`src/logic/opp_data_pkg.sv`:
```
`default_nettype none

package opp_data_pkg;

	////////////////////
	// widths
	////////////////////

	localparam int SAMPLE_W = 18;	// default internal width, error samples
	localparam int OUT_W    = 16;	// default output width, DAC/DDS word

	////////////////////
	// sequencer
	////////////////////

	// one sample in flight, so four states are enough
	typedef enum logic [1:0] {
		ST_IDLE    = 2'd0,	// waiting for a sample
		ST_COMPUTE = 2'd1,	// datapath settling
		ST_SEND    = 2'd2,	// result offered downstream
		ST_DONE    = 2'd3	// store previous output
	} opp_state_t;

	////////////////////
	// datapath strobes
	////////////////////

	typedef struct packed {
		logic capture;		// load sample and lock enable
		logic latch_prev;	// store clamped result as previous
		logic out_valid;	// result handed to consumer
	} opp_ctrl_t;

endpackage

`default_nettype wire

```
`src/logic/opp_regs_pkg.sv`:
```
`default_nettype none

package opp_regs_pkg;

	////////////////////
	// APB request
	////////////////////

	typedef struct packed {
		logic        psel;		// slave selected
		logic        penable;	// access phase
		logic        pwrite;	// 1 = write
		logic [4:0]  paddr;		// byte address, word aligned
		logic [31:0] pwdata;	// write data
	} apb_req_t;

	////////////////////
	// register map
	////////////////////

	localparam logic [4:0] ADDR_OUT_MAX  = 5'h00;	// upper bound, output scale
	localparam logic [4:0] ADDR_OUT_MIN  = 5'h04;	// lower bound, output scale
	localparam logic [4:0] ADDR_OUT_INIT = 5'h08;	// start value, output scale
	localparam logic [4:0] ADDR_MULT     = 5'h0C;	// gain, unsigned
	localparam logic [4:0] ADDR_CTRL     = 5'h10;	// bit 0 update enable
	localparam logic [4:0] ADDR_UPDATE   = 5'h14;	// write only strobe

	// front-panel parameter set, fields sized at output scale
	typedef struct packed {
		logic signed [opp_data_pkg::OUT_W-1:0] out_max;		// upper bound
		logic signed [opp_data_pkg::OUT_W-1:0] out_min;		// lower bound
		logic signed [opp_data_pkg::OUT_W-1:0] out_init;	// value while unlocked
		logic        [7:0]                     mult;		// error gain
	} opp_params_t;

endpackage

`default_nettype wire

```
`src/logic/opp_apb_regs.sv`:
```
`timescale 1ns/1ps
`default_nettype none

module opp_apb_regs #(
	parameter int OMAX_INIT = 26214,	// active upper bound after reset
	parameter int OMIN_INIT = 6553,		// active lower bound after reset
	parameter int OUT_INIT  = 19660,	// active init value after reset
	parameter int MULT_INIT = 1			// active gain after reset
) (
	input wire                         clk_in,
	input wire                         reset_in,
	input wire opp_regs_pkg::apb_req_t apb_req,
	output logic [31:0]                prdata,
	output logic                       pready,
	output logic                       pslverr,
	output opp_regs_pkg::opp_params_t  params,	// active set
	output logic                       reload	// shadow copied this edge
);
	import opp_data_pkg::*;
	import opp_regs_pkg::*;

	localparam opp_params_t PARAMS_RST = '{
		out_max:  OUT_W'(OMAX_INIT),
		out_min:  OUT_W'(OMIN_INIT),
		out_init: OUT_W'(OUT_INIT),
		mult:     8'(MULT_INIT)
	};

	opp_params_t shadow;	// written over APB
	logic        update_en;	// CTRL bit 0
	logic        access;	// access phase of any transfer
	logic        wr_en;		// access phase of a write
	logic        addr_hit;	// address is mapped

	////////////////////
	// APB decode
	////////////////////

	assign access = apb_req.psel & apb_req.penable;
	assign wr_en  = access & apb_req.pwrite;
	assign pready = 1'b1;	// no wait states

	always_comb begin
		addr_hit = 1'b1;
		prdata   = '0;
		case (apb_req.paddr)
			ADDR_OUT_MAX:  prdata = 32'(shadow.out_max);	// sign extended
			ADDR_OUT_MIN:  prdata = 32'(shadow.out_min);
			ADDR_OUT_INIT: prdata = 32'(shadow.out_init);
			ADDR_MULT:     prdata = 32'(shadow.mult);		// zero extended
			ADDR_CTRL:     prdata = {31'd0, update_en};
			ADDR_UPDATE:   prdata = '0;	// strobe, nothing stored
			default:       addr_hit = 1'b0;
		endcase
	end

	// reading the strobe register is an error as well
	assign pslverr = access & (~addr_hit | (~apb_req.pwrite & (apb_req.paddr == ADDR_UPDATE)));
	assign reload  = wr_en & (apb_req.paddr == ADDR_UPDATE) & update_en;

	////////////////////
	// shadow and active
	////////////////////

	always_ff @(posedge clk_in) begin
		if (reset_in) begin
			shadow    <= PARAMS_RST;
			params    <= PARAMS_RST;
			update_en <= 1'b0;	// updates locked out until enabled
		end else begin
			if (wr_en) begin
				case (apb_req.paddr)
					ADDR_OUT_MAX:  shadow.out_max  <= apb_req.pwdata[OUT_W-1:0];
					ADDR_OUT_MIN:  shadow.out_min  <= apb_req.pwdata[OUT_W-1:0];
					ADDR_OUT_INIT: shadow.out_init <= apb_req.pwdata[OUT_W-1:0];
					ADDR_MULT:     shadow.mult     <= apb_req.pwdata[7:0];
					ADDR_CTRL:     update_en       <= apb_req.pwdata[0];
					default:       ;	// strobe and unmapped hold nothing
				endcase
			end
			if (reload) begin
				params <= shadow;	// whole set at once
			end
		end
	end

endmodule

`default_nettype wire

```
`src/logic/opp_sequencer.sv`:
```
`timescale 1ns/1ps
`default_nettype none

module opp_sequencer (
	input wire                      clk_in,
	input wire                      reset_in,
	input wire                      sample_valid,
	output logic                    sample_ready,
	output logic                    timer_start,	// compute phase begins
	input wire                      timer_done,		// last compute cycle
	output opp_data_pkg::opp_ctrl_t ctrl
);
	import opp_data_pkg::*;

	opp_state_t state;		// current state
	opp_state_t state_nxt;	// next state
	logic       accept;		// sample taken this edge

	assign sample_ready = (state == ST_IDLE);	// busy otherwise, offers dropped
	assign accept       = sample_valid & sample_ready;
	assign timer_start  = accept;

	////////////////////
	// strobes
	////////////////////

	assign ctrl.capture    = accept;
	assign ctrl.out_valid  = (state == ST_SEND);	// one cycle only
	assign ctrl.latch_prev = (state == ST_DONE);	// stored on the way back to idle

	////////////////////
	// state machine
	////////////////////

	always_comb begin
		state_nxt = state;
		case (state)
			ST_IDLE: begin
				if (accept) state_nxt = ST_COMPUTE;
			end
			ST_COMPUTE: begin
				if (timer_done) state_nxt = ST_SEND;	// latency counted elsewhere
			end
			ST_SEND: state_nxt = ST_DONE;
			ST_DONE: state_nxt = ST_IDLE;
			default: state_nxt = ST_IDLE;
		endcase
	end

	always_ff @(posedge clk_in) begin
		if (reset_in) begin
			state <= ST_IDLE;
		end else begin
			state <= state_nxt;
		end
	end

endmodule

`default_nettype wire

```
`src/logic/opp_latency_timer.sv`:
```
`timescale 1ns/1ps
`default_nettype none

module opp_latency_timer #(
	parameter int COMP_LATENCY = 3	// compute cycles, at least 1
) (
	input wire   clk_in,
	input wire   reset_in,
	input wire   start,	// loads on the capture edge
	output logic done	// high in the last compute cycle
);
	localparam int CW = (COMP_LATENCY > 1) ? $clog2(COMP_LATENCY) : 1;

	logic [CW-1:0] count;	// cycles left after this one
	logic          running;

	assign done = running & (count == '0);

	always_ff @(posedge clk_in) begin
		if (reset_in) begin
			count   <= '0;
			running <= 1'b0;
		end else if (start) begin
			count   <= CW'(COMP_LATENCY - 1);
			running <= 1'b1;
		end else if (done) begin
			running <= 1'b0;	// one expiry per start
		end else if (running) begin
			count <= count - 1'b1;
		end
	end

endmodule

`default_nettype wire

```
`src/logic/opp_accumulator.sv`:
```
`timescale 1ns/1ps
`default_nettype none

module opp_accumulator #(
	parameter int W_IN     = 18,	// internal width
	parameter int W_OUT    = 16,	// output width
	parameter int OUT_INIT = 19660	// start value, output scale
) (
	input wire                            clk_in,
	input wire                            reset_in,
	input wire logic signed [W_IN-1:0]    sample_data,
	input wire                            lock_en,
	input wire opp_data_pkg::opp_ctrl_t   ctrl,
	input wire opp_regs_pkg::opp_params_t params,	// active set
	input wire                            reload,
	output logic signed [W_IN-1:0]        acc_sum,	// gain times error plus previous
	output logic                          lock_held,	// lock enable of this sample
	input wire logic signed [W_IN-1:0]    prev_in	// clamped result
);
	localparam int SHIFT = W_IN - W_OUT;	// output to internal scale
	localparam logic signed [W_IN-1:0] S_MAX    = {1'b0, {(W_IN-1){1'b1}}};
	localparam logic signed [W_IN-1:0] S_MIN    = {1'b1, {(W_IN-1){1'b0}}};
	localparam logic signed [W_IN-1:0] PREV_RST = W_IN'(OUT_INIT) <<< SHIFT;

	logic signed [W_IN-1:0] sample_q;		// captured error
	logic signed [W_IN-1:0] prev_q;			// previous output, full precision
	logic                   reload_q;		// new init is active one edge after the copy
	logic signed [W_IN-1:0] init_int;		// active init, internal scale
	logic signed [W_IN+8:0] product;		// full precision product
	logic                   mul_ovf;
	logic signed [W_IN-1:0] product_sat;
	logic signed [W_IN:0]   sum_full;		// one guard bit
	logic                   add_ovf;

	assign init_int = W_IN'(params.out_init) <<< SHIFT;

	////////////////////
	// multiply, saturate
	////////////////////

	assign product     = sample_q * $signed({1'b0, params.mult});	// gain is unsigned
	assign mul_ovf     = product[W_IN+8:W_IN-1] != {10{product[W_IN+8]}};
	assign product_sat = mul_ovf ? (product[W_IN+8] ? S_MIN : S_MAX) : product[W_IN-1:0];

	////////////////////
	// add, saturate
	////////////////////

	assign sum_full = product_sat + prev_q;
	assign add_ovf  = sum_full[W_IN] != sum_full[W_IN-1];	// sign flipped
	assign acc_sum  = add_ovf ? (sum_full[W_IN] ? S_MIN : S_MAX) : sum_full[W_IN-1:0];

	always_ff @(posedge clk_in) begin
		if (ctrl.capture) begin
			sample_q <= sample_data;
		end
	end

	always_ff @(posedge clk_in) begin
		if (reset_in) begin
			lock_held <= 1'b0;
			reload_q  <= 1'b0;
			prev_q    <= PREV_RST;
		end else begin
			reload_q <= reload;
			if (ctrl.capture) begin
				lock_held <= lock_en;
			end
			if (reload_q) begin
				prev_q <= init_int;	// restart from the new init
			end else if (ctrl.latch_prev) begin
				prev_q <= prev_in;
			end
		end
	end

endmodule

`default_nettype wire

```
`src/logic/opp_output_clamp.sv`:
```
`timescale 1ns/1ps
`default_nettype none

module opp_output_clamp #(
	parameter int W_IN  = 18,	// internal width
	parameter int W_OUT = 16	// output width
) (
	input wire logic signed [W_IN-1:0]    acc_sum,
	input wire                            lock_held,
	input wire opp_regs_pkg::opp_params_t params,
	input wire opp_data_pkg::opp_ctrl_t   ctrl,
	output logic signed [W_IN-1:0]        clamped,	// fed back as previous output
	output logic signed [W_OUT-1:0]       out_data,
	output logic                          out_valid
);
	localparam int SHIFT = W_IN - W_OUT;	// bounds arrive at output scale

	logic signed [W_IN-1:0] max_int;
	logic signed [W_IN-1:0] min_int;
	logic signed [W_IN-1:0] init_int;
	logic signed [W_IN-1:0] selected;	// locked sum or fixed init
	logic signed [W_IN-1:0] upper;		// after the upper bound

	assign max_int  = W_IN'(params.out_max) <<< SHIFT;
	assign min_int  = W_IN'(params.out_min) <<< SHIFT;
	assign init_int = W_IN'(params.out_init) <<< SHIFT;

	assign selected = lock_held ? acc_sum : init_int;
	assign upper    = (selected > max_int) ? max_int : selected;
	assign clamped  = (upper < min_int) ? min_int : upper;	// crossed bounds give min

	assign out_data  = clamped[W_IN-1 -: W_OUT];	// drop the extra LSBs
	assign out_valid = ctrl.out_valid;

endmodule

`default_nettype wire

```
`src/logic/output_preprocessor.sv`:
```
`timescale 1ns/1ps
`default_nettype none

module output_preprocessor #(
	parameter int W_IN         = opp_data_pkg::SAMPLE_W,	// internal width
	parameter int W_OUT        = opp_data_pkg::OUT_W,		// output width, front-panel fields
	parameter int COMP_LATENCY = 3,							// compute cycles
	parameter int OMAX_INIT    = 26214,
	parameter int OMIN_INIT    = 6553,
	parameter int OUT_INIT     = 19660,
	parameter int MULT_INIT    = 1
) (
	input wire                         clk_in,
	input wire                         reset_in,
	input wire opp_regs_pkg::apb_req_t apb_req,
	output logic [31:0]                prdata,
	output logic                       pready,
	output logic                       pslverr,
	input wire logic signed [W_IN-1:0] sample_data,	// from the multiplexer
	input wire                         sample_valid,
	output logic                       sample_ready,
	input wire                         lock_en,
	output logic signed [W_OUT-1:0]    out_data,	// to the DAC/DDS
	output logic                       out_valid
);
	import opp_data_pkg::*;
	import opp_regs_pkg::*;

	opp_params_t            params;			// active set
	opp_ctrl_t              ctrl;
	logic                   reload;
	logic                   timer_start;
	logic                   timer_done;
	logic                   lock_held;
	logic signed [W_IN-1:0] acc_sum;
	logic signed [W_IN-1:0] clamped;		// loops back into the accumulator

	opp_apb_regs #(
		.OMAX_INIT(OMAX_INIT), .OMIN_INIT(OMIN_INIT), .OUT_INIT(OUT_INIT), .MULT_INIT(MULT_INIT)
	) u_regs (
		.clk_in(clk_in), .reset_in(reset_in), .apb_req(apb_req), .prdata(prdata),
		.pready(pready), .pslverr(pslverr), .params(params), .reload(reload)
	);

	opp_sequencer u_seq (
		.clk_in(clk_in), .reset_in(reset_in), .sample_valid(sample_valid),
		.sample_ready(sample_ready), .timer_start(timer_start), .timer_done(timer_done),
		.ctrl(ctrl)
	);

	opp_latency_timer #(.COMP_LATENCY(COMP_LATENCY)) u_timer (
		.clk_in(clk_in), .reset_in(reset_in), .start(timer_start), .done(timer_done)
	);

	opp_accumulator #(.W_IN(W_IN), .W_OUT(W_OUT), .OUT_INIT(OUT_INIT)) u_acc (
		.clk_in(clk_in), .reset_in(reset_in), .sample_data(sample_data), .lock_en(lock_en),
		.ctrl(ctrl), .params(params), .reload(reload), .acc_sum(acc_sum),
		.lock_held(lock_held), .prev_in(clamped)
	);

	opp_output_clamp #(.W_IN(W_IN), .W_OUT(W_OUT)) u_clamp (
		.acc_sum(acc_sum), .lock_held(lock_held), .params(params), .ctrl(ctrl),
		.clamped(clamped), .out_data(out_data), .out_valid(out_valid)
	);

endmodule

`default_nettype wire

```
`config.mk`:
```
export PLATFORM = sky130hd
export DESIGN_NAME = output_preprocessor
export DESIGN_NICKNAME = d
export VERILOG_FILES = /design/src/logic/opp_data_pkg.sv /design/src/logic/opp_regs_pkg.sv /design/src/logic/opp_apb_regs.sv /design/src/logic/opp_sequencer.sv /design/src/logic/opp_latency_timer.sv /design/src/logic/opp_accumulator.sv /design/src/logic/opp_output_clamp.sv /design/src/logic/output_preprocessor.sv
export SDC_FILE = /design/constraint.sdc
export NUM_CORES = 1
export LEC_CHECK = 0
export BUFFER_PORTS_ARGS = -buffer_cell sky130_fd_sc_hd__buf_2
export CORE_UTILIZATION = 65
export CTS_CLUSTER_DIAMETER = 60
export CTS_CLUSTER_SIZE = 10
export DETAILED_ROUTE_END_ITERATION = 6
export PLACE_DENSITY_LB_ADDON = 0.25
export SLEW_MARGIN = 25
export SYNTH_ARGS = -nofsm -noshare
export SYNTH_HDL_FRONTEND = slang
export SYNTH_HIERARCHICAL = 1
export SYNTH_SLANG_ARGS = --single-unit
```
`constraint.sdc`:
```
create_clock -name clk_in -period 23.5 [get_ports clk_in]
set_clock_uncertainty 0.05 [all_clocks]
set_input_delay 2.35 -clock clk_in [delete_from_list [all_inputs] [get_ports clk_in]]
set_output_delay 2.35 -clock clk_in [all_outputs]
set_load 0.02 [all_outputs]
```
==> metrics.json, run 1 <==
{
  "power.share.clock": {"value": 27.7, "unit": "%"},
  "yosys_warnings": {"value": 6},
  "worst-r2r-cell-count": {"value": 48},
  "cts_inserted_buffers": {"value": 17},
  "drcViolationCount": {"value": 0},
  "hpwl": {"value": 28880, "unit": "µm"},
  "post-synth-top-count-cell": {"value": "inv_1"},
  "tritoncts": {"value": "yes"},
  "pin_count_of_the_biggest_net_entering_global_routing": {"value": 112},
  "worst_path_most_repeated_cell": {"value": "inv_1"},
  "synth-seq-area-share": {"value": 21.55, "unit": "%"},
  "totalNegativeSetupSlack": {"value": 0, "unit": "ns"},
  "postPlaceCellArea": {"value": 0.01567, "unit": "mm²"},
  "synth-async-reset-ratio": {"value": 0, "unit": "%"},
  "timing.rr.end": {"value": "u_acc/prev_q[5]"},
  "drt_first_pass_iters": {"value": 5},
  "netlist.area_leader.share": {"value": 18.02, "unit": "%"},
  "antenna_cells": {"value": 0},
  "fmax": {"value": 54.96, "unit": "MHz"},
  "crit_arrival": {"value": 15.80, "unit": "ns"},
  "most_numerous_cell_types_in_the_synthesized_netlist": {"value": "228 x inv_1, 138 x dfxtp_1, 115 x fa_1, 110 x nor2_1, 108 x ha_1"},
  "drive_gt1_share": {"value": 12.75, "unit": "%"},
  "worst_setup_path_end_kind": {"value": "output pin"},
  "htree_levels": {"value": 4},
  "timing.hold.worst.start": {"value": "u_regs/params[44]"},
  "die_area": {"value": 0.02420, "unit": "mm²"},
  "post_cts.resized_instances": {"value": 0},
  "vias": {"value": 12390},
  "start_of_the_worst_register_to_register_path": {"value": "u_regs/params[0]"},
  "layout.nets": {"value": 2021},
  "pwr_density_cell": {"value": 63.90, "unit": "mW/mm²"},
  "worst_pin_slew": {"value": 1.099, "unit": "ns"},
  "drt-wirelength-per-cell": {"value": 18.74, "unit": "µm"},
  "gp_congestion": {"value": 0.9142},
  "final-setup-viol-count": {"value": 0},
  "clock_tree.buffer_depth": {"value": 2},
  "dpl.cell_count": {"value": 2029},
  "synth-edff-count": {"value": 18},
  "worst_hold_path_type": {"value": "reg2reg"},
  "post-cts-setup-buffer-count": {"value": 0},
  "power.switching_fraction": {"value": 41.02, "unit": "%"},
  "finalWorstSetupSlack": {"value": 5.304, "unit": "ns"},
  "cts.sink_count": {"value": 156},
  "final_design_area_excluding_fillers": {"value": 0.01631, "unit": "mm²"},
  "synthesis.nets": {"value": 2012},
  "worst_ir_drop_vdd": {"value": 0.05665, "unit": "mV"},
  "sequential_group_share_of_total_power": {"value": 29.5, "unit": "%"},
  "outcome": {"value": "finished, final reports clean"},
  "post_layout_nonfiller_instances": {"value": 2062},
  "pre_cts_ws": {"value": 6.032, "unit": "ns"},
  "final-hold-violation-count": {"value": 0},
  "path_max_fanout": {"value": 19},
  "max-cap-violations": {"value": 0},
  "grtUsageTotal": {"value": 32.39, "unit": "%"},
  "max-slew-margin-rel": {"value": 26.47, "unit": "%"},
  "antenna_found_initial": {"value": 0},
  "postRouteWirelength": {"value": 38650, "unit": "µm"},
  "drt_iter0_markers": {"value": 793},
  "port_buffers": {"value": 96},
  "timing.critical_path.slowest_cell_delay": {"value": 0.88, "unit": "ns"},
  "p_leak": {"value": 0.007425, "unit": "µW"},
  "cts_root_buf": {"value": "clkbuf_16"},
  "share_comb_of_total_power": {"value": 42.8, "unit": "%"},
  "die_height": {"value": 155.6, "unit": "µm"},
  "cp.required": {"value": 21.10, "unit": "ns"},
  "insertion_delay": {"value": 0.44, "unit": "ns"},
  "via_count_of_the_first_global_routing_pass": {"value": 12370},
  "die_x": {"value": 155.6, "unit": "µm"},
  "initial_core_utilization": {"value": 66.89, "unit": "%"},
  "yosys.area.top_type": {"value": "dfxtp_1"},
  "yosys.cell_types.count": {"value": 93},
  "core_region_area": {"value": 0.02292, "unit": "mm²"},
  "cts.clk_slew.worst_paths": {"value": 0.07, "unit": "ns"},
  "rows": {"value": 55},
  "maxSlewViolCount": {"value": 0},
  "power_report.internal_total": {"value": 614.8, "unit": "µW"},
  "power.net_switching": {"value": 427.7, "unit": "µW"},
  "yosys_most_used_dff": {"value": "dfxtp_1"},
  "synth-seq-cells": {"value": 156},
  "via_per_inst": {"value": 6.011},
  "regToRegSetupSlack": {"value": 7.69, "unit": "ns"},
  "cts-hold-fix-buffers": {"value": 0},
  "grt_first_pass_wirelength": {"value": 61380, "unit": "µm"},
  "critical_path_class": {"value": "reg2out"},
  "postSynthAreaPerCell": {"value": 8.876, "unit": "µm²"},
  "synthToLayoutAreaGrowth": {"value": 6.432, "unit": "%"},
  "crit_start_category": {"value": "flip-flop"},
  "syn_inst": {"value": 1727},
  "worst_path_max_delay_cell": {"value": "dfxtp_1"},
  "end_point_of_the_most_critical_hold_path": {"value": "u_regs/params[44]"},
  "final_core_util": {"value": 71.19, "unit": "%"},
  "final_antenna_net_count": {"value": 0},
  "rsz0062_at_grt": {"value": "false"},
  "finalCriticalPeriod": {"value": 18.20, "unit": "ns"},
  "post-route-period-util": {"value": 77.43, "unit": "%"},
  "io-pin-count": {"value": 114},
  "ys_top_cells_by_area": {"value": "dfxtp_1 18%, fa_1 15%, ha_1 8.8%"},
  "grt_overflow": {"value": 0},
  "mappedNetlistArea": {"value": 0.01533, "unit": "mm²"},
  "min_path_cells": {"value": 2}
}
[power groups by stage]
stage | registers, µW | logic, µW | clock network, µW
final | 308 | 446 | 289
after global routing | 309 | 485 | 301
after CTS | 307 | 441 | 291
after floorplan | 300 | 361 | 0
after global placement | 313 | 427 | 0
after detailed placement | 313 | 436 | 0
[layout by cell type, fill, tap and decap left out, types with 10 or more instances in the layout]
master     netlist  routed
dfxtp_1        138     137
and3_1          16      16
and2_1          84      84
nand2_1         97      97
nand4_1         23      23
o31ai_1         23      23
nand3_1         40      40
mux2i_1        104     104
nand2b_1        61      61
a21o_1          40      40
xnor2_1         22      22
fa_1           115     115
edfxtp_1        18      18
mux2_2          39      39
clkbuf_16        0      17
a21oi_1         95      95
nor3_1          15      15
buf_2           12      95
nor2_1         110     110
nand3b_1        10      10
a211o_1         10      10
o21ai_0         42      42
nor2b_1         10      10
inv_1          228     228
ha_1           108     107
o211ai_1        13      13
[metrics by stage]
stage / total power (µW) / hold slack [ns]
2_1_floorplan: 660.6 / 0.3928
3_3_place_gp: 739.6 / 0.4198
3_5_place_dp: 749.6 / 0.4343
4_1_cts: 1039 / 0.4484
5_1_grt: 1095 / 0.4632
6_report: 1043 / 0.4476
[flip-flops by register name, summed over array words and instances (netlist names)]
name	cells
u_acc/reload_q	1
u_acc/lock_held	1
u_timer/running	1
u_acc/sample_q	18
u_timer/count	2
u_regs/update_en	1
u_seq/state	2
u_regs/params	56
u_acc/prev_q	18
u_regs/shadow	56
[worst max-delay path, delay by kind of cell (launching register included)]
family	cells	cell delay, ns
AND/OR/NAND/NOR	10	3.59
adder cells (fa/ha/maj)	8	3.20
AO/OA/AOI/OAI	17	5.45
multiplexers	4	1.35
buffers and inverters	7	0.83
flip-flops	1	0.88
[worst max-delay path by stage]
stage / from / endpoint / slack [ns]
after global placement: u_regs/params[0] / out_data[4] / 6.25
final: u_regs/params[0] / out_data[4] / 5.30
after floorplan: u_regs/params[2] / out_data[12] / 8.71
after CTS: u_regs/params[0] / out_data[4] / 5.49
after detailed placement: u_regs/params[0] / out_data[4] / 6.03
after global routing: u_regs/params[0] / out_data[4] / 4.40
[routing by layer]
metal	share of wire [%]	up-vias	track usage (%)
li1	-	5821	-
met1	40	6031	37.42
met2	51	412	57.59
met3	4.1	130	4.083
met4	5.5	0	19.00
met5	0	-	0
[final cells by class]
cell class	instances	area [µm²]
multi-input cells	1226	10550
fillers	1759	6601
flip-flops and latches	156	3304
inverters	228	855.8
repair buffers	107	580.6
clock buffers	17	425.4
well taps	313	391.6
clock inverters	15	209.0
[kinds of logic (layout without fill, tap and decap cells)]
family | after synthesis | in the layout | synth area share (%)
and+or+nand+nor | 506 | 506 | 17.88
buffers and inverters | 345 | 367 | 9.795
AOI/OAI and AO/OA | 304 | 304 | 13.82
adders and majority gates | 226 | 226 | 24.03
muxes | 156 | 156 | 10.83
DFF | 156 | 156 | 21.55
xor gates and xnor gates | 33 | 33 | 2.065
other | 1 | 1 | 0.02446
Note: power is estimated with default switching activity, not from simulation.
==> run 2, diff against run 1 <==
--- a/config.mk
+++ b/config.mk
@@ -6,7 +6,7 @@
 export NUM_CORES = 1
 export LEC_CHECK = 0
 export BUFFER_PORTS_ARGS = -buffer_cell sky130_fd_sc_hd__buf_2
-export CORE_UTILIZATION = 65
+export CORE_UTILIZATION = 57
 export CTS_CLUSTER_DIAMETER = 60
 export CTS_CLUSTER_SIZE = 10
 export DETAILED_ROUTE_END_ITERATION = 6
==> constraint.sdc (replaced) <==
create_clock -name clk_in -period 16.6 [get_ports clk_in]
set_clock_uncertainty 0.05 [all_clocks]
set_input_delay 1.66 -clock clk_in [delete_from_list [all_inputs] [get_ports clk_in]]
set_output_delay 1.66 -clock clk_in [all_outputs]
set_load 0.02 [all_outputs]
==> metrics.json, run 2 (same netlist as run 1, synthesis figures left out) <==
{
  "regToRegSetupSlack": {"value": 2.42, "unit": "ns", "change": "was 7.69 ns"},
  "dpl.cell_count": {"value": 2057, "change": "was 2029"},
  "rsz0062_at_grt": {"value": "false", "change": "unchanged"},
  "crit_start_category": {"value": "flip-flop", "change": "unchanged"},
  "critical_path_depth": {"value": 48, "change": "was 46"},
  "clock_tree.buffer_depth": {"value": 2, "change": "unchanged"},
  "drive_gt1_share": {"value": 13.45, "unit": "%", "change": "was 12.75%"},
  "finalWorstSetupSlack": {"value": 0.7527, "unit": "ns", "change": "was 5.304 ns"},
  "grtUsageTotal": {"value": 28.19, "unit": "%", "change": "was 32.39%"},
  "outcome": {"value": "finished, final reports clean", "change": "unchanged"},
  "io-pin-count": {"value": 114, "change": "unchanged"},
  "cp.required": {"value": 14.89, "unit": "ns", "change": "was 21.10 ns"},
  "max-cap-violations": {"value": 0, "change": "unchanged"},
  "postRouteWirelength": {"value": 38410, "unit": "µm", "change": "was 38650 µm"},
  "die_height": {"value": 166.0, "unit": "µm", "change": "was 155.6 µm"},
  "insertion_delay": {"value": 0.44, "unit": "ns", "change": "about the same"},
  "worst_path_most_repeated_cell": {"value": "a21o_1", "change": "was inv_1"},
  "grt_util_met1": {"value": 32.86, "unit": "%", "change": "was 37.42%"},
  "worst_ir_drop_vdd": {"value": 0.07420, "unit": "mV", "change": "was 0.05665 mV"},
  "grt_first_pass_wirelength": {"value": 62130, "unit": "µm", "change": "was 61380 µm"},
  "rows": {"value": 59, "change": "was 55"},
  "critical_path_class": {"value": "reg2out", "change": "unchanged"},
  "finalCriticalPeriod": {"value": 15.85, "unit": "ns"},
  "worst_hold_path_type": {"value": "reg2reg", "change": "unchanged"},
  "timing.hold.worst.start": {"value": "u_regs/shadow[3]", "change": "was u_regs/params[44]"},
  "pre_cts_ws": {"value": 0.8210, "unit": "ns", "change": "was 6.032 ns"},
  "most_utilized_layer_in_the_global_route_result": {"value": "met2", "change": "unchanged"},
  "via_count_of_the_first_global_routing_pass": {"value": 12380, "change": "was 12.37k"},
  "vias": {"value": 12200, "change": "was 12.39k"},
  "hpwl": {"value": 28970, "unit": "µm", "change": "was 28880 µm"},
  "post_layout_nonfiller_instances": {"value": 2089, "change": "was 2062"},
  "pwr_density_cell": {"value": 89.41, "unit": "mW/mm²", "change": "was 63.90 mW/mm²"},
  "synthToLayoutAreaGrowth": {"value": 6.497, "unit": "%", "change": "was 6.432%"},
  "path_max_fanout": {"value": 19, "change": "unchanged"},
  "cts_root_buf": {"value": "clkbuf_16", "change": "unchanged"},
  "gp_congestion": {"value": 0.9279, "change": "was 0.9142"},
  "die_area": {"value": 0.02755, "unit": "mm²", "change": "was 0.02420 mm²"},
  "timing.critical_path.slowest_cell_delay": {"value": 0.61, "unit": "ns", "change": "was 0.88 ns"},
  "port_buffers": {"value": 96, "change": "unchanged"},
  "post-route-period-util": {"value": 95.47, "unit": "%"},
  "final_antenna_net_count": {"value": 0, "change": "unchanged"},
  "drt_first_pass_iters": {"value": 5, "change": "unchanged"},
  "initial_core_utilization": {"value": 58.49, "unit": "%", "change": "was 66.89%"},
  "worst-r2r-cell-count": {"value": 50, "change": "was 48"},
  "final-setup-viol-count": {"value": 0, "change": "unchanged"},
  "cts.sink_count": {"value": 156, "change": "unchanged"},
  "worst_setup_path_end_kind": {"value": "output pin", "change": "unchanged"},
  "htree_levels": {"value": 4, "change": "unchanged"},
  "drt-wirelength-per-cell": {"value": 18.39, "unit": "µm", "change": "was 18.74 µm"},
  "drt_iter0_markers": {"value": 666, "change": "was 793"},
  "worst_path_max_delay_cell": {"value": "dfxtp_2", "change": "was dfxtp_1"},
  "start_of_the_worst_register_to_register_path": {"value": "u_regs/params[2]", "change": "was u_regs/params[0]"},
  "max-slew-margin-rel": {"value": 37.35, "unit": "%", "change": "was 26.47%"},
  "p_leak": {"value": 0.007424, "unit": "µW", "change": "was 0.007425 µW"},
  "grt_met2_use": {"value": 51.68, "unit": "%", "change": "was 57.59%"},
  "final-hold-violation-count": {"value": 0, "change": "unchanged"},
  "layout.nets": {"value": 2026, "change": "was 2021"},
  "fmax": {"value": 63.10, "unit": "MHz"},
  "worst_pin_slew": {"value": 0.9398, "unit": "ns", "change": "was 1.099 ns"},
  "totalNegativeSetupSlack": {"value": 0, "unit": "ns", "change": "unchanged"},
  "cts.clk_slew.worst_paths": {"value": 0.07, "unit": "ns", "change": "about the same"},
  "pin_count_of_the_biggest_net_entering_global_routing": {"value": 106, "change": "was 112"},
  "timing.rr.end": {"value": "u_acc/prev_q[8]", "change": "was u_acc/prev_q[5]"},
  "via_per_inst": {"value": 5.840, "change": "was 6.011"},
  "end_point_of_the_most_critical_hold_path": {"value": "u_regs/params[3]", "change": "was u_regs/params[44]"},
  "antenna_cells": {"value": 0, "change": "unchanged"},
  "cts_inserted_buffers": {"value": 17, "change": "unchanged"},
  "family_with_the_most_delay_on_the_worst_path": {"value": "compound AO/OA/AOI/OAI gates", "change": "unchanged"},
  "min_path_cells": {"value": 2, "change": "unchanged"},
  "mostFrequentLayoutCells": {"value": "228 x inv_1, 131 x dfxtp_1, 115 x fa_1", "change": "was 228 x inv_1, 137 x dfxtp_1, 115 x fa_1"},
  "maxSlewViolCount": {"value": 0, "change": "unchanged"},
  "final_common_cell": {"value": "inv_1", "change": "unchanged"},
  "tritoncts": {"value": "yes", "change": "unchanged"},
  "core_region_area": {"value": 0.02621, "unit": "mm²", "change": "was 0.02292 mm²"},
  "grt_overflow": {"value": 0, "change": "unchanged"},
  "die_x": {"value": 166.0, "unit": "µm", "change": "was 155.6 µm"},
  "cts-hold-fix-buffers": {"value": 0, "change": "unchanged"},
  "antenna_found_initial": {"value": 0, "change": "unchanged"},
  "grtUsageMet3": {"value": 2.645, "unit": "%", "change": "was 4.083%"},
  "number_of_buffer_and_inverter_instances_along_the_worst_setup_path": {"value": 7, "change": "unchanged"},
  "final_core_util": {"value": 62.29, "unit": "%", "change": "was 71.19%"},
  "reg.largest.list": {"value": "u_regs/params x56, u_regs/shadow x56", "change": "unchanged"},
  "drcViolationCount": {"value": 0, "change": "unchanged"},
  "crit_arrival": {"value": 14.14, "unit": "ns", "change": "was 15.80 ns"}
}
==> run 2: worst max-delay path by stage <==
stage	slack, ns	endpoint	start
finish	0.75	out_data[4]	u_regs/params[2]
detailed placement	0.82	out_data[4]	u_regs/params[2]
global route	0.07	out_data[4]	u_regs/params[2]
CTS	0.29	out_data[4]	u_regs/params[2]
global placement	1.09	out_data[4]	u_regs/params[2]
floorplan	2.50	out_data[12]	u_regs/params[2]
==> run 2: worst reg2reg max path, delay by kind of cell (launching register included) <==
kind / cells / cell delay (ns)
fa+ha+maj: 8 / 3.32
simple gates: 10 / 2.28
compound gates: 20 / 5.31
flops: 1 / 0.61
mux: 6 / 1.68
buf+inv: 6 / 0.81
==> run 2: cell type report <==
class                   count  area, µm²
clock inverters            14      141.4
fillers                  2262       9882
clock buffers              18      429.2
multi-input cells        1226      10560
inverters                 228      855.8
well taps                 335      419.2
flip-flops and latches    156       3312
repair buffers            112      603.1
==> run 2: metrics by stage <==
stage	hold WS (ns)	total power (µW)	cell area [µm²]
after CTS	0.4308	1455	16300
after floorplan	0.3928	935.2	15330
after detailed placement	0.4285	1066	15730
after global placement	0.4220	1055	15730
after global routing	0.4630	1538	16320
final	0.4291	1460	16320
==> run 2: repair_timing <==
action	in CTS	in global routing
endpoints found under the setup margin	0	16
buffers inserted	0	0
resized for setup	0	10
==> run 2: metal layers <==
layer	wire length, µm	vias up
li1	-	5831
met1	15370	5964
met2	20050	325
met3	1449	79
met4	1545	0
met5	0	-
==> run 2: where the power goes <==
part	internal, µW	switching, µW
Clock	201	186
Combinational	264	374
Sequential	402	32.4
Total	866	593
==> run 3, diff against run 2 <==
--- a/config.mk
+++ b/config.mk
@@ -5,7 +5,7 @@
 export SDC_FILE = /design/constraint.sdc
 export NUM_CORES = 1
 export LEC_CHECK = 0
-export BUFFER_PORTS_ARGS = -buffer_cell sky130_fd_sc_hd__buf_2
+export BUFFER_PORTS_ARGS = -buffer_cell sky130_fd_sc_hd__buf_4
 export CORE_UTILIZATION = 57
 export CTS_CLUSTER_DIAMETER = 60
 export CTS_CLUSTER_SIZE = 10
==> metrics.json, run 3 (same netlist as run 1, synthesis figures left out) <==
{
  "outcome": {"value": "finished, final reports clean", "change": "unchanged"},
  "layout.nets": {"value": 2034, "change": "was 2026"},
  "worst_ir_drop_vdd": {"value": 0.07866, "unit": "mV", "change": "was 0.07420 mV"},
  "timing.critical_path.slowest_cell_delay": {"value": 0.63, "unit": "ns", "change": "was 0.61 ns"},
  "initial_core_utilization": {"value": 58.49, "unit": "%", "change": "unchanged"},
  "io-pin-count": {"value": 114, "change": "unchanged"},
  "worst_hold_path_type": {"value": "reg2reg", "change": "unchanged"},
  "cp.required": {"value": 14.89, "unit": "ns", "change": "about the same"},
  "postPlaceCellArea": {"value": 0.01599, "unit": "mm²", "change": "was 0.01573 mm²"},
  "antenna_cells": {"value": 0, "change": "unchanged"},
  "fmax": {"value": 63.10, "unit": "MHz", "change": "about the same"},
  "via_per_inst": {"value": 5.878, "change": "was 5.840"},
  "crit_start_category": {"value": "flip-flop", "change": "unchanged"},
  "die_area": {"value": 0.02755, "unit": "mm²", "change": "unchanged"},
  "drt_iter0_markers": {"value": 766, "change": "was 666"},
  "multi_input_logic_area": {"value": 0.01058, "unit": "mm²", "change": "was 0.01056 mm²"},
  "cts.clk_slew.worst_paths": {"value": 0.07, "unit": "ns", "change": "about the same"},
  "cts.sink_count": {"value": 156, "change": "unchanged"},
  "die_height": {"value": 166.0, "unit": "µm", "change": "unchanged"},
  "grt_first_pass_wirelength": {"value": 62590, "unit": "µm", "change": "was 62130 µm"},
  "final_design_area_excluding_fillers": {"value": 0.01664, "unit": "mm²", "change": "was 0.01632 mm²"},
  "max-slew-margin-rel": {"value": 41.84, "unit": "%", "change": "was 37.35%"},
  "finalCriticalPeriod": {"value": 15.85, "unit": "ns", "change": "about the same"},
  "mostFrequentLayoutCells": {"value": "228 x inv_1, 131 x dfxtp_1, 120 x buf_4", "change": "was 228 x inv_1, 131 x dfxtp_1, 115 x fa_1"},
  "drive_gt1_share": {"value": 13.96, "unit": "%", "change": "was 13.45%"},
  "max-cap-violations": {"value": 0, "change": "unchanged"},
  "critical_path_class": {"value": "reg2out", "change": "unchanged"},
  "final_antenna_net_count": {"value": 0, "change": "unchanged"},
  "final-hold-violation-count": {"value": 0, "change": "unchanged"},
  "path_max_fanout": {"value": 19, "change": "unchanged"},
  "via_count_of_the_first_global_routing_pass": {"value": 12450, "change": "was 12.38k"},
  "drt_first_pass_iters": {"value": 5, "change": "unchanged"},
  "vias": {"value": 12330, "change": "was 12.20k"},
  "drt-wirelength-per-cell": {"value": 18.40, "unit": "µm", "change": "was 18.39 µm"},
  "final-setup-viol-count": {"value": 0, "change": "unchanged"},
  "grt_overflow": {"value": 0, "change": "unchanged"},
  "postRouteWirelength": {"value": 38590, "unit": "µm", "change": "was 38410 µm"},
  "reg.largest.list": {"value": "u_regs/params x56, u_regs/shadow x56", "change": "unchanged"},
  "antenna_found_initial": {"value": 0, "change": "unchanged"},
  "post-route-period-util": {"value": 95.47, "unit": "%", "change": "about the same"},
  "synthToLayoutAreaGrowth": {"value": 8.538, "unit": "%", "change": "was 6.497%"},
  "p_leak": {"value": 0.007514, "unit": "µW", "change": "was 0.007424 µW"},
  "pin_count_of_the_biggest_net_entering_global_routing": {"value": 64, "change": "was 106"},
  "core_region_area": {"value": 0.02621, "unit": "mm²", "change": "unchanged"},
  "tritoncts": {"value": "yes", "change": "unchanged"},
  "final_core_util": {"value": 63.49, "unit": "%", "change": "was 62.29%"},
  "grtUsageTotal": {"value": 28.31, "unit": "%", "change": "was 28.19%"},
  "crit_arrival": {"value": 14.14, "unit": "ns", "change": "about the same"},
  "gp_congestion": {"value": 0.9333, "change": "was 0.9279"},
  "worst_path_most_repeated_cell": {"value": "a21o_1", "change": "unchanged"},
  "insertion_delay": {"value": 0.44, "unit": "ns", "change": "about the same"},
  "post_layout_nonfiller_instances": {"value": 2097, "change": "was 2089"},
  "maxSlewViolCount": {"value": 0, "change": "unchanged"},
  "drcViolationCount": {"value": 0, "change": "unchanged"},
  "totalNegativeSetupSlack": {"value": 0, "unit": "ns", "change": "unchanged"},
  "clock_tree.buffer_depth": {"value": 2, "change": "unchanged"},
  "pwr_density_cell": {"value": 88.96, "unit": "mW/mm²", "change": "was 89.41 mW/mm²"},
  "rsz0062_at_grt": {"value": "false", "change": "unchanged"},
  "rows": {"value": 59, "change": "unchanged"},
  "htree_levels": {"value": 4, "change": "unchanged"},
  "cts_inserted_buffers": {"value": 17, "change": "unchanged"},
  "register_area": {"value": 0.003312, "unit": "mm²", "change": "unchanged"},
  "worst_setup_path_end_kind": {"value": "output pin", "change": "unchanged"},
  "port_buffers": {"value": 96, "change": "unchanged"},
  "whs": {"value": 0.4386, "unit": "ns", "change": "was 0.4291 ns"},
  "dpl.cell_count": {"value": 2060, "change": "was 2057"},
  "die_x": {"value": 166.0, "unit": "µm", "change": "unchanged"},
  "fill_cells": {"value": 2205, "change": "was 2262"},
  "worst_pin_slew": {"value": 0.8712, "unit": "ns", "change": "was 0.9398 ns"},
  "final_common_cell": {"value": "inv_1", "change": "unchanged"},
  "cts_root_buf": {"value": "clkbuf_16", "change": "unchanged"},
  "hpwl": {"value": 29180, "unit": "µm", "change": "was 28970 µm"},
  "worst_path_max_delay_cell": {"value": "dfxtp_2", "change": "unchanged"}
}
[run 3: cell types whose count changed in the layout (fill, tap and decap cells not counted), moves of 2 or more]
cell and delta:
buf_4 +103, buf_2 -95, clkinvlp_4 +2, inv_8 -2
[run 3: critical path, delay by kind of cell (launching register included)]
kind | cells | cell delay [ns]
fa+ha+maj | 8 | 3.25
simple gates | 9 | 2.05
flops | 1 | 0.63
xor+xnor | 1 | 0.28
compound gates | 19 | 5.09
buf+inv | 8 | 1.17
mux | 4 | 1.18
[run 3: through the flow]
step | total power, µW | worst slack [ns]
finish | 1480 | 0.7527
global route | 1563 | 0.02399
CTS | 1475 | 0.1710
detailed placement | 1090 | 0.7319
global placement | 1077 | 0.9788
floorplan | 935.2 | 2.503
[run 3: path summary, 6_finish.rpt]
path	start	end	slack (ns)	depth (start not counted)
max	u_regs/params[2]	out_data[5]	0.75	49
min	u_regs/shadow[3]	u_regs/params[3]	0.44	2
max reg2reg	u_regs/params[2]	u_acc/prev_q[4]	2.42	51
min reg2reg	u_regs/shadow[3]	u_regs/params[3]	0.44	2
[run 3: layout make-up]
type | instances | share of cell area (%)
clock inverter | 13 | 0.7069
inverter | 228 | 5.144
multi-input combinational | 1226 | 63.58
clock buffer | 19 | 2.730
tap | 335 | 2.519
sequential | 156 | 19.91
timing repair buffer | 120 | 5.415
[run 3: power by group]
group          internal (µW)  switching, µW
Combinational            285            378
Sequential               402           32.2
Clock                    206            176
[run 3: repair_timing]
item,CTS,global route
endpoints found under the setup margin,0,16
setup buffers,0,5
hold buffers,0,0
endpoints found under the hold margin,0,0
resized for setup,0,12
[run 3: layer usage]
| metal | GRT usage, % | vias up | part of all wire [%] |
|---|---|---|---|
| met2 | 51.68 | 367 | 52 |
| met5 | 0 | - | 0 |
| met4 | 13.49 | 0 | 4.3 |
| met1 | 33.19 | 6023 | 39 |
| li1 | - | 5844 | - |
| met3 | 2.908 | 93 | 4.4 |
